**config.mk**
```make
export PLATFORM = sky130hd
export DESIGN_NAME = cache
export DESIGN_NICKNAME = d
export VERILOG_FILES = /design/src/common/cache_pkg.sv /design/src/common/burst_pkg.sv /design/src/cache/line_ram.sv /design/src/cache/cache.sv
export SDC_FILE = /design/constraint.sdc
export NUM_CORES = 2
export LEC_CHECK = 0
export ABC_CLOCK_PERIOD_IN_PS = 8750
export BUFFER_PORTS_ARGS = -buffer_cell sky130_fd_sc_hd__buf_2
export CAP_MARGIN = 20
export CORE_MARGIN = 1.5
export CORE_UTILIZATION = 45
export CTS_CLUSTER_SIZE = 40
export DETAILED_ROUTE_END_ITERATION = 8
export RECOVER_POWER = 50
export SLEW_MARGIN = 20
export SYNTH_ARGS = -nofsm -noshare
export SYNTH_HDL_FRONTEND = slang
export SYNTH_MEMORY_MAX_BITS = 65536
export SYNTH_SLANG_ARGS = --single-unit
export TNS_END_PERCENT = 50
```
**constraint.sdc**
```tcl
create_clock -name clk -period 8.75 [get_ports clk]
set_input_delay 0 -clock clk [delete_from_list [all_inputs] [get_ports clk]]
set_output_delay 0 -clock clk [all_outputs]
set_load 0.1 [all_outputs]
```
**src/common/cache_pkg.sv**
```systemverilog
// cache geometry
// splits the requester byte address into tag, line index and column,
// and places the valid and dirty flags inside the stored tag word
`default_nettype none

package cache_pkg;

  localparam int ADDR_BITS = 32;
  localparam int WORD_BITS = 32;
  localparam int WORD_BYTES = WORD_BITS / 8;

  // |tag|line|col|00|
  localparam int ZERO_BITS = 2;
  localparam int COLUMN_IX_BITS = 3;
  localparam int LINE_IX_BITS = 4;
  localparam int TAG_BITS = ADDR_BITS - LINE_IX_BITS - COLUMN_IX_BITS - ZERO_BITS;
  localparam int LINE_OFFSET_BITS = COLUMN_IX_BITS + ZERO_BITS;

  localparam int LINE_COUNT = 2 ** LINE_IX_BITS;
  localparam int COLUMN_COUNT = 2 ** COLUMN_IX_BITS;

  // flags sit just above the tag in the tag word
  localparam int LINE_VALID_BIT = TAG_BITS;
  localparam int LINE_DIRTY_BIT = TAG_BITS + 1;

  typedef logic [ADDR_BITS-1:0] addr_t;
  typedef logic [WORD_BITS-1:0] word_t;
  typedef logic [WORD_BYTES-1:0] byte_en_t;
  typedef logic [LINE_IX_BITS-1:0] line_ix_t;
  typedef logic [COLUMN_IX_BITS-1:0] column_ix_t;
  typedef logic [TAG_BITS-1:0] tag_t;

endpackage

`default_nettype wire

```
**src/common/burst_pkg.sv**
```systemverilog
// burst RAM definitions
// beat width, burst length, command spacing and read latency of the RAM
`default_nettype none

package burst_pkg;

  // memory depth in 64-bit beats
  localparam int RAM_ADDR_BITS = 10;
  localparam int RAM_BEATS = 2 ** RAM_ADDR_BITS;
  localparam int BEAT_BITS = 64;
  localparam int BEAT_BYTE_BITS = $clog2(BEAT_BITS / 8);

  localparam int BURST_BEATS = 4;
  localparam int BEAT_IX_BITS = $clog2(BURST_BEATS);

  // idle cycles between two commands
  localparam int COMMAND_GAP = 13;
  localparam int GAP_CNT_BITS = $clog2(COMMAND_GAP + 1);

  localparam int READ_LATENCY = 4;
  localparam int RD_CNT_BITS = $clog2(READ_LATENCY + BURST_BEATS);

  // each 32-bit half powers up as its byte address xor this
  localparam logic [31:0] INIT_PATTERN = 32'h5A5A_0000;

  typedef logic [RAM_ADDR_BITS-1:0] ram_addr_t;
  typedef logic [BEAT_BITS-1:0] beat_t;
  typedef logic [BEAT_IX_BITS-1:0] beat_ix_t;
  typedef logic [GAP_CNT_BITS-1:0] gap_cnt_t;
  typedef logic [RD_CNT_BITS-1:0] rd_cnt_t;

  typedef enum logic {
    CMD_READ  = 1'b0,
    CMD_WRITE = 1'b1
  } cmd_e;

endpackage

`default_nettype wire

```
**src/cache/line_ram.sv**
```systemverilog
// line storage block
// 16 words with byte-lane writes and a registered read
`timescale 1ns/100ps
`default_nettype none

module line_ram
  import cache_pkg::*;
(
  input wire clk,
  input wire byte_en_t write_enable,
  input wire line_ix_t address,
  input wire word_t data_in,
  output word_t data_out
);

  word_t mem [LINE_COUNT];

  // lines start invalid and clean
  initial begin
    for (int i = 0; i < LINE_COUNT; i++) begin
      mem[i] = '0;
    end
  end

  always @(posedge clk) begin
    for (int b = 0; b < WORD_BYTES; b++) begin
      if (write_enable[b]) begin
        mem[address][b*8 +: 8] <= data_in[b*8 +: 8];
      end
    end
    // read returns the old word when written on the same edge
    data_out <= mem[address];
  end

endmodule

`default_nettype wire

```
**src/cache/cache.sv**
```systemverilog
// direct-mapped write-back cache
// serves word reads and byte-masked writes from 16 lines of 8 words,
// fills missing lines from the burst RAM and writes dirty lines back first
`timescale 1ns/100ps
`default_nettype none

module cache
  import cache_pkg::*;
  import burst_pkg::*;
(
  input wire clk,
  input wire rst_n,
  input wire enable,
  input wire addr_t address,
  input wire word_t data_in,
  input wire byte_en_t write_enable,
  input wire beat_t br_rd_data,
  input wire br_rd_data_valid,
  output word_t data_out,
  output logic data_out_ready,
  output logic busy,
  output cmd_e br_cmd,
  output logic br_cmd_en,
  output ram_addr_t br_addr,
  output beat_t br_wr_data
);

  typedef enum logic [5:0] {
    ST_IDLE       = 6'b00_0001,
    ST_EVICT      = 6'b00_0010,
    ST_EVICT_WAIT = 6'b00_0100,
    ST_FILL       = 6'b00_1000,
    ST_FILL_TAG   = 6'b01_0000,
    ST_FILL_DONE  = 6'b10_0000
  } cache_state_e;

  cache_state_e state;

  // address split
  wire column_ix_t column_ix = address[ZERO_BITS +: COLUMN_IX_BITS];
  wire line_ix_t line_ix = address[LINE_OFFSET_BITS +: LINE_IX_BITS];
  wire tag_t address_tag = address[ADDR_BITS-1 -: TAG_BITS];

  logic burst_is_reading;
  logic burst_is_writing;
  gap_cnt_t gap_cnt;
  beat_ix_t beat_ix;
  // line index the block outputs currently belong to
  line_ix_t line_ix_q;

  word_t tag_word;
  byte_en_t tag_we;
  word_t tag_wdata;

  byte_en_t col_we [COLUMN_COUNT];
  word_t col_wdata [COLUMN_COUNT];
  word_t col_rdata [COLUMN_COUNT];

  line_ram tag_ram (
    .clk(clk),
    .write_enable(tag_we),
    .address(line_ix),
    .data_in(tag_wdata),
    .data_out(tag_word)
  );

  for (genvar i = 0; i < COLUMN_COUNT; i++) begin : g_column
    line_ram column_ram (
      .clk(clk),
      .write_enable(col_we[i]),
      .address(line_ix),
      .data_in(col_wdata[i]),
      .data_out(col_rdata[i])
    );
  end

  wire tag_t cached_tag = tag_word[TAG_BITS-1:0];
  wire line_valid = tag_word[LINE_VALID_BIT];
  wire line_dirty = tag_word[LINE_DIRTY_BIT];

  // outputs are one cycle behind the address
  wire lookup_done = line_ix_q == line_ix;
  wire tag_match = line_valid && cached_tag == address_tag;
  wire hit = lookup_done && tag_match;
  wire miss = lookup_done && !tag_match;

  // first beat of the requested line and of the resident line
  wire addr_t fill_byte_addr = {address[ADDR_BITS-1:LINE_OFFSET_BITS],
                                {LINE_OFFSET_BITS{1'b0}}};
  wire addr_t evict_byte_addr = {cached_tag, line_ix, {LINE_OFFSET_BITS{1'b0}}};
  wire ram_addr_t fill_addr = fill_byte_addr[BEAT_BYTE_BITS +: RAM_ADDR_BITS];
  wire ram_addr_t evict_addr = evict_byte_addr[BEAT_BYTE_BITS +: RAM_ADDR_BITS];

  wire start_miss = state == ST_IDLE && enable && miss && gap_cnt == '0;
  wire start_evict = start_miss && line_dirty;
  wire start_fill = (start_miss && !line_dirty) || (state == ST_EVICT_WAIT && gap_cnt == '0);
  wire last_beat = beat_ix == beat_ix_t'(BURST_BEATS - 1);

  assign busy = (enable && !hit) || burst_is_reading || burst_is_writing || gap_cnt != '0;
  assign data_out = col_rdata[column_ix];
  assign data_out_ready = enable && hit && write_enable == '0;

  wire write_hit = enable && hit && !busy && write_enable != '0;

  // column and tag write ports
  always_comb begin
    for (int i = 0; i < COLUMN_COUNT; i++) begin
      col_we[i] = '0;
      col_wdata[i] = data_in;
      if (burst_is_reading) begin
        // even columns take the low half of a beat
        col_wdata[i] = br_rd_data[(i % 2)*WORD_BITS +: WORD_BITS];
        if (state == ST_FILL && br_rd_data_valid && beat_ix == beat_ix_t'(i / 2)) begin
          col_we[i] = '1;
        end
      end else if (write_hit && column_ix == column_ix_t'(i)) begin
        col_we[i] = write_enable;
      end
    end

    tag_wdata = '0;
    tag_wdata[TAG_BITS-1:0] = address_tag;
    tag_wdata[LINE_VALID_BIT] = 1'b1;
    // a fetched line is clean and a write hit marks it dirty
    tag_wdata[LINE_DIRTY_BIT] = state != ST_FILL_TAG;
    tag_we = '0;
    if (state == ST_FILL_TAG || write_hit) begin
      tag_we = '1;
    end
  end

  always_ff @(posedge clk or negedge rst_n) begin
    if (!rst_n) begin
      state <= ST_IDLE;
      br_cmd_en <= 1'b0;
      burst_is_reading <= 1'b0;
      burst_is_writing <= 1'b0;
      gap_cnt <= '0;
      beat_ix <= '0;
      line_ix_q <= '0;
    end else begin
      line_ix_q <= line_ix;
      br_cmd_en <= 1'b0;
      if (gap_cnt != '0) begin
        gap_cnt <= gap_cnt - 1'b1;
      end
      if (start_evict || start_fill) begin
        br_cmd_en <= 1'b1;
        gap_cnt <= gap_cnt_t'(COMMAND_GAP);
      end

      unique case (state)
        ST_IDLE: begin
          if (start_evict) begin
            // beat 0 goes out with the command
            burst_is_writing <= 1'b1;
            beat_ix <= beat_ix_t'(1);
            state <= ST_EVICT;
          end else if (start_fill) begin
            burst_is_reading <= 1'b1;
            state <= ST_FILL;
          end
        end
        ST_EVICT: begin
          beat_ix <= beat_ix + 1'b1;
          if (last_beat) begin
            state <= ST_EVICT_WAIT;
          end
        end
        ST_EVICT_WAIT: begin
          // read command waits for the gap after the write burst
          if (start_fill) begin
            burst_is_writing <= 1'b0;
            burst_is_reading <= 1'b1;
            state <= ST_FILL;
          end
        end
        ST_FILL: begin
          if (br_rd_data_valid) begin
            beat_ix <= beat_ix + 1'b1;
            if (last_beat) begin
              state <= ST_FILL_TAG;
            end
          end
        end
        ST_FILL_TAG: begin
          state <= ST_FILL_DONE;
        end
        ST_FILL_DONE: begin
          // new tag is on the block output from here on
          burst_is_reading <= 1'b0;
          state <= ST_IDLE;
        end
        default: begin
          state <= ST_IDLE;
        end
      endcase
    end
  end

  // command and write beat registers
  always_ff @(posedge clk) begin
    if (start_evict) begin
      br_cmd <= CMD_WRITE;
      br_addr <= evict_addr;
    end else if (start_fill) begin
      br_cmd <= CMD_READ;
      br_addr <= fill_addr;
    end
    // beat_ix already points at the next pair of columns
    br_wr_data <= {col_rdata[{beat_ix, 1'b1}], col_rdata[{beat_ix, 1'b0}]};
  end

endmodule

`default_nettype wire

```
==> results.txt <==
Port bufs -> 241
Synth Register Bits -> 4,869
Area growth syn-to-layout -> 13.7%
Distinct cell type count after synthesis -> 49
FMAX -> 0.150 GHz
IO Pins -> 246
M2 GR Usage -> 38.7%
Relative slew slack -> -195%
Initial antenna violation count -> 19
Core area -> 0.407 mm^2
Root Driver -> clkbuf_16
Kind of critical path -> reg -> reg
H-tree depth -> 5
Clk_lat worst skew -> 1.04 ns
FP Rows -> 234
Layout cells sized above 1 -> 30.4%
Deepest clock path buffer count -> 4
Final Critical Period -> 6.67 ns
Post-route clock skew -> 0.0850 ns
Vias in the first global route -> 87,500
Initial detailed-routing violation count -> 9,665
Met3 Track Usage GR -> 3.65%
DP HPWL -> 285 mm
CP endpoint kind -> register
Seq/Total Area, Yosys -> 77.3%
Final nets -> 8,543
Gr usage total -> 23.0%
Height of the die -> 643 um
Die X-Extent -> 643 um
Routed Antenna Nets -> 0
CTS tree -> done
Fin. Hold Viols -> 0
Final critical-path share of the clock period -> 76.2%
Via count -> 85,800
GR Overflow Total -> 0
Die footprint -> 0.414 mm^2
Mean post-synth cell area -> 23.5 um^2
Max cap viols -> 33
Ys Warns -> 0
Gr busiest metal -> met2
Post-cts sizing count -> 0
Fin Setup TNS -> 0 ns
Final hold slack -> 0.0377 ns
Cells after synthesis -> 7,840
Failing checks -> capacitance limit, slew limit
RSZ-0062 raised after global routing -> false
Pin count of the biggest net entering global routing -> 147
Avg Vias per Cell -> 6.02
CTS Sinks -> 4,869
TritonRoute pass-1 iters -> 6
Initial core utilization -> 45.3%
Worst-path clk slew -> 0.06 ns
Status -> finished, violations left
Post-Syn Area -> 0.184 mm^2
Routed WL -> 481 mm
Slew @ Worst Pin -> 4.43 ns
Per-cell routed wire length -> 33.7 um
Share of the synthesized area in the top cell type -> 73.3%
Met1 usage -> 30.8%
Most common cell in the synthesized netlist -> edfxtp_1
Power Dens Cells -> 243 mW/mm^2
CP startpoint kind -> register
Placer Congestion -> 0.823
Drc violations -> 0
Post-synth ARST share -> 0.390%
Ys flop type -> edfxtp_1
Most frequent cells after synthesis -> 4,504 x edfxtp_1, 1,533 x mux4_2, 516 x a21oi_1
CP arrival -> 7.19 ns
Final Max Slew Viols -> 1,562
CP max FO -> 88
Cell taking the most area after synthesis -> edfxtp_1
Post-synth EDFFs -> 4,504
Worst EP required -> 9.27 ns
Num CTS Buffers -> 472
Tightest Hold Check Type -> in -> reg
First-pass GRT wire length -> 675 mm
Final Setup Violations -> 0
Leakage -> 65.0 nW
VDD IR-drop max -> 0.322 mV
Dominant cells by area after synthesis -> edfxtp_1 73%, mux4_2 19%, dfxtp_1 3.8%, a21oi_1 1.4%, clkbuf_1 0.65%
per-stage QoR:
stage          util, %  std cells  cell area (um^2)  power (mW)  setup WS (ns)
2_1_floorplan        -       7856            185000        29.3           5.34
3_3_place_gp      47.2      13200            192000        30.8           3.76
3_5_place_dp      47.3      13200            192000        30.8           3.54
4_1_cts           51.5      14200            210000        51.2           4.02
5_1_grt           51.5      14300            210000        52.1           1.91
6_report          51.5      14300            210000        50.9           2.08
final timing paths:
kind	start	end	slack [ns]	cells past startpoint
min	address[7]	br_addr[4]	0.04	2
max	burst_is_reading	g_column[7].column_ram.mem[4][22]	2.08	5
min in group asynchronous	rst_n	gap_cnt[1]	0.49	4
max reg2reg	burst_is_reading	g_column[7].column_ram.mem[4][22]	2.08	5
max in group asynchronous	rst_n	beat_ix[1]	7.30	4
min reg2reg	tag_ram.data_out[24]	burst_is_reading	0.50	1
metal layers:
layer  vias up  wire (um)
li1      34700          -
met1     47000     187000
met2      3439     242000
met3       704      33000
met4        10      18800
met5         -         75
cell usage in the layout (no fill, tap or decap), types with 36 or more instances in the layout:
| cell | synthesis | routed |
|---|---|---|
| buf_2 | 102 | 105 |
| nand2_2 | 0 | 46 |
| nand2_1 | 154 | 95 |
| buf_4 | 7 | 132 |
| clkinv_1 | 0 | 67 |
| clkbuf_16 | 0 | 476 |
| edfxtp_1 | 4504 | 4504 |
| mux4_2 | 1533 | 1533 |
| dfxtp_1 | 346 | 346 |
| clkinv_2 | 0 | 95 |
| clkbuf_1 | 319 | 248 |
| a21oi_1 | 516 | 515 |
| mux2_2 | 36 | 36 |
| bufinv_16 | 0 | 48 |
| clkbuf_8 | 0 | 51 |
| dlygate4sd3_1 | 0 | 173 |
layout make-up:
| type | instances | area, um^2 |
|---|---|---|
| inverters | 7 | 26.3 |
| diodes | 26 | 65.1 |
| multi-input cells | 2464 | 40200 |
| clock inverters | 255 | 2730 |
| well taps | 5428 | 6790 |
| clock buffers | 630 | 13000 |
| fillers | 31200 | 198000 |
| repair buffers | 587 | 4220 |
| flip-flops and latches | 4869 | 143000 |
flip-flops by register name, indices dropped and copies added (netlist names), 2 cells and up:
register and count:
beat_ix 2, br_addr 8, br_wr_data 64, g_column.column_ram.data_out 256, g_column.column_ram.mem 4096, gap_cnt 4, line_ix_q 4, state 6
tag_ram.data_out 25, tag_ram.mem 400
where the power goes:
| part | internal [mW] | switching, mW | total [mW] |
|---|---|---|---|
| clock network | 11.8 | 8.70 | 20.6 |
| registers | 25.7 | 0.484 | 26.2 |
| logic | 1.19 | 2.97 | 4.16 |
critical path, stage by stage, from the launching register on:
cell           delay (ns)
dfrtp_1              0.71
clkbuf_1             2.98
nand2_1              0.31
nand2_2              0.22
dlygate4sd3_1        0.57
clkbuf_2             1.14
what timing repair did:
action,CTS,global route
hold buffers,173,1
endpoints found under the hold margin,4354,18
setup buffers,0,0
cells by family after synthesis:
family | count (synthesis) | share of synthesized area (%)
DFF | 4869 | 77.3
AOI/OAI and AO/OA | 536 | 1.48
muxes | 1569 | 18.9
xor gates and xnor gates | 30 | 0.142
buffers and inverters | 523 | 1.15
adders and majority gates | 6 | 0.0407
and+or+nand+nor | 305 | 0.915
other | 2 | 0.00407
Power figures use the tool's default switching activity.
